`config.mk`:
```
export PLATFORM = sky130hd
export DESIGN_NAME = clock_display
export DESIGN_NICKNAME = d
export VERILOG_FILES = /design/src/verilog/clock_display_pkg.sv /design/src/verilog/bcd_field_incr.sv /design/src/verilog/clock_display.sv /design/src/verilog/digit_framer.sv /design/src/verilog/time_editor.sv
export VERILOG_INCLUDE_DIRS = /design/src /design/src/verilog
export SDC_FILE = /design/constraint.sdc
export NUM_CORES = 1
export LEC_CHECK = 0
export BUFFER_PORTS_ARGS = -buffer_cell sky130_fd_sc_hd__buf_4
export CAP_MARGIN = 20
export CORE_ASPECT_RATIO = 0.6
export CORE_MARGIN = 2
export CORE_UTILIZATION = 52
export DETAILED_ROUTE_END_ITERATION = 8
export PLACE_DENSITY = 0.78
export SYNTH_ARGS = -nofsm -noshare
export SYNTH_HDL_FRONTEND = slang
export SYNTH_HIERARCHICAL = 1
export SYNTH_SLANG_ARGS = --single-unit
export TNS_END_PERCENT = 50
```
`constraint.sdc`:
```
create_clock -name clk -period 2.3 [get_ports clk]
set_input_delay 0.575 -clock clk [delete_from_list [all_inputs] [get_ports clk]]
set_output_delay 0.575 -clock clk [all_outputs]
set_load 0.02 [all_outputs]
```
`src/verilog/clock_display_defines.svh`:
```
`ifndef CLOCK_DISPLAY_DEFINES_SVH
`define CLOCK_DISPLAY_DEFINES_SVH

// led positions on the display with index 7 leftmost
`define CD_DIGITS 8

// digit code that lights the dash between fields
`define CD_SEP_CODE 4'd10

// field maxima in BCD
`define CD_SEC_MAX 8'h59
`define CD_MIN_MAX 8'h59
`define CD_HOUR_MAX 8'h23
`define CD_DAY_MAX 8'h31
`define CD_MONTH_MAX 8'h12
`define CD_YEAR_MAX 16'h9999

// dot masks per layout
`define CD_DOT_TIME 8'b11111111
`define CD_DOT_DATE 8'b11101010

`endif

```
`src/verilog/clock_display_pkg.sv`:
```
`include "clock_display_defines.svh"

package clock_display_pkg;

  // codes 8 to 15 are left undecoded
  typedef enum logic [3:0] {
    time_disp   = 4'd0,
    date_disp   = 4'd1,
    edit_second = 4'd2,
    edit_minute = 4'd3,
    edit_hour   = 4'd4,
    edit_day    = 4'd5,
    edit_month  = 4'd6,
    edit_year   = 4'd7
  } mode_e;

  // all fields in BCD
  typedef struct packed {
    logic [15:0] year;
    logic [7:0]  month;
    logic [7:0]  day;
    logic [7:0]  hour;
    logic [7:0]  minute;
    logic [7:0]  second;
  } bcd_time_t;

  typedef struct packed {
    logic       blink;
    logic       dot;
    logic [3:0] code;  // 0-9 digit, 10 separator
  } led_digit_t;

  typedef led_digit_t [`CD_DIGITS-1:0] led_bank_t;

endpackage

```
`src/verilog/bcd_field_incr.sv`:
```
module bcd_field_incr #(
  parameter type field_t = logic [7:0],
  parameter field_t MAX = '1
) (
  input  field_t value,
  output field_t next_value
);

  localparam int WIDTH = $bits(field_t);
  localparam int NUM_DIGITS = WIDTH / 4;

  logic [WIDTH-1:0] value_bits;
  logic [WIDTH-1:0] sum;
  logic             at_max;

  assign value_bits = value;

  // ripple a decimal carry from the units digit upwards
  always_comb begin
    logic carry;
    carry = 1'b1;
    sum = value_bits;
    for (int i = 0; i < NUM_DIGITS; i++) begin
      if (carry) begin
        if (value_bits[4*i +: 4] >= 4'd9) begin
          sum[4*i +: 4] = 4'd0;  // carry on to next digit
        end else begin
          sum[4*i +: 4] = value_bits[4*i +: 4] + 4'd1;
          carry = 1'b0;
        end
      end
    end
  end

  // BCD order matches binary order for valid codes
  assign at_max = (value >= MAX);

  assign next_value = at_max ? field_t'('0) : field_t'(sum);

endmodule

```
`src/verilog/clock_display.sv`:
```
module clock_display (
  input  logic                         clk,
  input  logic                         rst_n,
  input  clock_display_pkg::mode_e     mode,
  input  clock_display_pkg::bcd_time_t live_time,
  input  logic                         btn_down,   // active low
  output logic                         set_counter,
  output clock_display_pkg::bcd_time_t set_time,
  output clock_display_pkg::led_bank_t leds
);

  clock_display_pkg::bcd_time_t edit_time;

  time_editor u_time_editor (
    .clk         (clk),
    .rst_n       (rst_n),
    .mode        (mode),
    .live_time   (live_time),
    .btn_down    (btn_down),
    .edit_time   (edit_time),
    .set_counter (set_counter),
    .set_time    (set_time)
  );

  digit_framer u_digit_framer (
    .clk       (clk),
    .rst_n     (rst_n),
    .mode      (mode),
    .live_time (live_time),
    .edit_time (edit_time),
    .leds      (leds)
  );

endmodule

```
`src/verilog/digit_framer.sv`:
```
`include "clock_display_defines.svh"

module digit_framer (
  input  logic                         clk,
  input  logic                         rst_n,
  input  clock_display_pkg::mode_e     mode,
  input  clock_display_pkg::bcd_time_t live_time,
  input  clock_display_pkg::bcd_time_t edit_time,
  output clock_display_pkg::led_bank_t leds
);

  clock_display_pkg::bcd_time_t shown;
  clock_display_pkg::led_bank_t next_bank;

  logic [`CD_DIGITS-1:0][3:0] time_codes;
  logic [`CD_DIGITS-1:0][3:0] date_codes;
  logic [`CD_DIGITS-1:0]      blink_mask;
  logic                       is_date;
  logic                       decoded;
  logic                       live_mode;

  assign live_mode = (mode == clock_display_pkg::time_disp) ||
                     (mode == clock_display_pkg::date_disp);

  assign shown = live_mode ? live_time : edit_time;

  // hh-mm-ss
  assign time_codes = {shown.hour, `CD_SEP_CODE, shown.minute, `CD_SEP_CODE, shown.second};

  // yyyymmdd
  assign date_codes = {shown.year, shown.month, shown.day};

  always_comb begin
    decoded    = 1'b1;
    is_date    = 1'b0;
    blink_mask = '0;
    case (mode)
      clock_display_pkg::time_disp: ;
      clock_display_pkg::date_disp: begin
        is_date = 1'b1;
      end
      clock_display_pkg::edit_second: begin
        blink_mask = 8'b00000011;
      end
      clock_display_pkg::edit_minute: begin
        blink_mask = 8'b00011000;
      end
      clock_display_pkg::edit_hour: begin
        blink_mask = 8'b11000000;
      end
      clock_display_pkg::edit_day: begin
        is_date    = 1'b1;
        blink_mask = 8'b00000011;
      end
      clock_display_pkg::edit_month: begin
        is_date    = 1'b1;
        blink_mask = 8'b00001100;
      end
      clock_display_pkg::edit_year: begin
        is_date    = 1'b1;
        blink_mask = 8'b11110000;
      end
      default: begin
        decoded = 1'b0;  // codes 8-15 hold the display
      end
    endcase
  end

  always_comb begin
    logic [`CD_DIGITS-1:0] dot_mask;
    dot_mask = is_date ? `CD_DOT_DATE : `CD_DOT_TIME;
    for (int i = 0; i < `CD_DIGITS; i++) begin
      next_bank[i].blink = blink_mask[i];
      next_bank[i].dot   = dot_mask[i];
      next_bank[i].code  = is_date ? date_codes[i] : time_codes[i];
    end
  end

  always_ff @(posedge clk or negedge rst_n) begin
    if (!rst_n) begin
      leds <= '0;
    end else if (decoded) begin
      leds <= next_bank;
    end
  end

endmodule

```
`src/verilog/time_editor.sv`:
```
`include "clock_display_defines.svh"

module time_editor (
  input  logic                         clk,
  input  logic                         rst_n,
  input  clock_display_pkg::mode_e     mode,
  input  clock_display_pkg::bcd_time_t live_time,
  input  logic                         btn_down,
  output clock_display_pkg::bcd_time_t edit_time,
  output logic                         set_counter,
  output clock_display_pkg::bcd_time_t set_time
);

  clock_display_pkg::mode_e prev_mode;

  logic [15:0] year_next;
  logic [7:0]  month_next;
  logic [7:0]  day_next;
  logic [7:0]  hour_next;
  logic [7:0]  minute_next;
  logic [7:0]  second_next;
  logic        prev_was_edit;
  logic        commit;

  bcd_field_incr #(.field_t(logic [7:0]), .MAX(`CD_SEC_MAX)) u_second_incr (
    .value      (edit_time.second),
    .next_value (second_next)
  );

  bcd_field_incr #(.field_t(logic [7:0]), .MAX(`CD_MIN_MAX)) u_minute_incr (
    .value      (edit_time.minute),
    .next_value (minute_next)
  );

  bcd_field_incr #(.field_t(logic [7:0]), .MAX(`CD_HOUR_MAX)) u_hour_incr (
    .value      (edit_time.hour),
    .next_value (hour_next)
  );

  bcd_field_incr #(.field_t(logic [7:0]), .MAX(`CD_DAY_MAX)) u_day_incr (
    .value      (edit_time.day),
    .next_value (day_next)
  );

  bcd_field_incr #(.field_t(logic [7:0]), .MAX(`CD_MONTH_MAX)) u_month_incr (
    .value      (edit_time.month),
    .next_value (month_next)
  );

  bcd_field_incr #(.field_t(logic [15:0]), .MAX(`CD_YEAR_MAX)) u_year_incr (
    .value      (edit_time.year),
    .next_value (year_next)
  );

  always_ff @(posedge clk or negedge rst_n) begin
    if (!rst_n) begin
      edit_time <= '0;
    end else begin
      case (mode)
        clock_display_pkg::time_disp,
        clock_display_pkg::date_disp:   edit_time <= live_time;  // track live time
        clock_display_pkg::edit_second: if (!btn_down) edit_time.second <= second_next;
        clock_display_pkg::edit_minute: if (!btn_down) edit_time.minute <= minute_next;
        clock_display_pkg::edit_hour:   if (!btn_down) edit_time.hour <= hour_next;
        clock_display_pkg::edit_day:    if (!btn_down) edit_time.day <= day_next;
        clock_display_pkg::edit_month:  if (!btn_down) edit_time.month <= month_next;
        clock_display_pkg::edit_year:   if (!btn_down) edit_time.year <= year_next;
        default: ;
      endcase
    end
  end

  assign prev_was_edit = prev_mode inside {[clock_display_pkg::edit_second :
                                             clock_display_pkg::edit_year]};
  assign commit = prev_was_edit && (mode == clock_display_pkg::time_disp);

  always_ff @(posedge clk or negedge rst_n) begin
    if (!rst_n) begin
      prev_mode   <= clock_display_pkg::time_disp;
      set_counter <= 1'b0;
      set_time    <= '0;
    end else begin
      prev_mode   <= mode;
      set_counter <= commit;  // single cycle
      if (commit) begin
        set_time <= edit_time;  // value before this edge
      end
    end
  end

endmodule
```
==> metrics.txt <==
worst-skew pair later-pin latency=420 ps; Die Wd=180 um; Site Rows=38; Mapped Area=9660 um2; diodes inserted=0; RSZ-0062 raised after global routing=false; clk buf depth=2; Final Instance Area=11900 um2; via count=7491; share of layout cells above drive strength 1=48.7%; crit-path max FO=8; GPL Wtd Cong=0.877; Core Box Area=18100 um2; Final Net Count=1124; Final Critical Period=2230 ps; Layout Cells excl Fill=1272; outcome=finished clean; largest net degree at the start of global routing=57; Critical Path RT=2610 ps; Post-synth top cells=mux2_2, dfrtp_1, a22oi_1; P per Cell Area=889 nW/um2; CTS buffer count=17; average cell area after synthesis=11.6 um2; Total Wirelength=25600 um; die area=19700 um2; Hold WC Path Type=input port to asynchronous set/reset pin; clock transition at the registers of the reported paths=70 ps; CP cell instances=inv_1 > ha_1 > or3b_4 > nand4_1 > buf_4 > o31ai_2 > a21oi_1 > mux2_4 > mux2_2; CTS HTree Levels=4; post-DP HPWL=18500 um; worst path bufs/invs=2; clock tree sinks=156; dpl ws=3.56 ps; Die Height=110 um; final setup fails=0; IO buf count=167; CTS Root Cell=clkbuf_16; Max-slew headroom=63.8%; slack of the critical path=73.6 ps; number of global-route vias before repair=7238; sequential cell area fraction in the yosys report=40.4%; Avg WL per Cell=20.1 um; Tot GR Track Use=26.4%; Final Max Tran Viols=0; Netlist cell types=77; delay-heaviest family, CP=multiplexers; f_max=449 MHz; CTS Hold Buffers Added=0; vias per std cell=5.89; DRC errors left=0; P_leak=5.34 nW; area delta synth->final=23.2%; Setup Skew=11.7 ps; io pins=168; CP endpoint kind=register; Synth area leaders=dfrtp_1, mux2_2, ha_1, a22oi_1, buf_4; Yosys top cell area share=40.4%; fin crit share=96.8%; initial antenna violation count=0; top-count cell post-synth=mux2_2; Async S/R FF share, synth=100%; top_reg_cell synth=dfrtp_1; placed cells=1237; Critical Path Start Type=register; Cells after Synth=829; area post-placement=11300 um2; initial core utilization=53.3%; total global routing overflow=0; Synthesis Warnings=6; first-pass GRT wire length=40800 um; crit path kind=register to register; Worst EP arrival=2530 ps; EDFF count, synth=0; Initial DRC Count=639; max-cap violations=0; crit-path max cell delay=410 ps; TritonCTS clock tree=built; setup TNS=0 ps; Pre-antenna DRT Iters=5; Critical-path top delay cell=dfrtp_1; Max VDD drop=538 uV; leading area contributor after synthesis=dfrtp_1; Final Hold Fails=0; antenna viol nets, final=0; Worst-Margin Slew=537 ps; #FFs+latches synth=156
==> layout by cell type (no fill, tap or decap), types with 18 or more instances in the layout <==
master / n
a22oi_1: 48
ha_1: 41
mux2_2: 183
dfrtp_1: 156
inv_1: 42
o211ai_1: 28
nand2_1: 29
nand3b_1: 24
buf_4: 223
o21ai_0: 18
==> timing repair <==
item / in CTS / in global routing
resized for setup: 0 / 7
pin swaps: 1 / 0
buffers inserted: 1 / 2
setup endpoints to repair: 4 / 10
==> where the power goes <==
part	switching, mW	internal (mW)
logic	2.02	1.87
registers	0.643	3.39
clock network	1.23	1.43
==> worst reg2reg max path, cell delays in order (launching register included) <==
cell,delay (ps)
dfrtp_1,410
inv_1,80
ha_1,200
or3b_4,250
nand4_1,90
buf_4,180
o31ai_2,270
a21oi_1,100
mux2_4,270
mux2_2,260
==> cell type report <==
type	count	area (um2)
inverter	42	158
fill	1411	6220
tap	240	300
timing repair buffer	228	1770
clock inverter	14	111
clock buffer	18	439
multi-input combinational	574	5220
sequential	156	3900
==> logic make-up after synthesis <==
| kind of cell | count (synthesis) | synth area share (%) |
|---|---|---|
| other cells | 5 | 0.194 |
| flops | 156 | 40.4 |
| xor+xnor | 11 | 0.998 |
| fa+ha+maj | 43 | 5.56 |
| buf+inv | 101 | 6.03 |
| compound gates | 156 | 12.1 |
| simple gates | 161 | 11.5 |
| mux | 196 | 23.2 |
==> per-layer routing <==
layer / up-vias / share of wire, % / track usage [%]
li1: 3449 / - / -
met1: 3690 / 50 / 40.9
met2: 331 / 41 / 37.4
met3: 21 / 8.2 / 6.23
met4: 0 / 0.88 / 4.65
met5: - / 0 / 0
==> path summary, 6_finish.rpt <==
kind / cells after the start / to / from / slack [ps]
max in group asynchronous: 2 / u_time_editor/edit_time[14]$_DFFE_PN0P_ / rst_n / 1620
worst max register to register: 9 / u_time_editor/edit_time[54]$_DFFE_PN0P_ / u_time_editor/edit_time[44]$_DFFE_PN0P_ / 70
worst min register to register: 2 / u_digit_framer/leds[29]$_DFFE_PN0P_ / u_digit_framer/leds[29]$_DFFE_PN0P_ / 490
worst max-delay path: 9 / u_time_editor/edit_time[54]$_DFFE_PN0P_ / u_time_editor/edit_time[44]$_DFFE_PN0P_ / 70
worst min-delay path: 1 / u_time_editor/set_time[26]$_DFFE_PN0P_ / rst_n / 40
min in group clk: 1 / u_time_editor/prev_mode[2]$_DFF_PN0_ / mode[2] / 420
==> through the flow <==
step	hold slack, ps	util, %	power [mW]
final	42.8	65.7	10.6
after global routing	44.9	65.7	11.1
after CTS	41.0	65.4	10.6
after detailed placement	480	62.4	7.86
after global placement	473	62.4	7.72
after floorplan	279	-	6.24
==> flip-flops by register name (all words and copies together), names as in the netlist <==
| signal | cells |
|---|---|
| u_time_editor/set_counter | 1 |
| u_time_editor/prev_mode | 3 |
| u_time_editor/edit_time | 56 |
| u_time_editor/set_time | 56 |
| u_digit_framer/leds | 40 |
No activity file was read; power rests on OpenSTA's default activity.
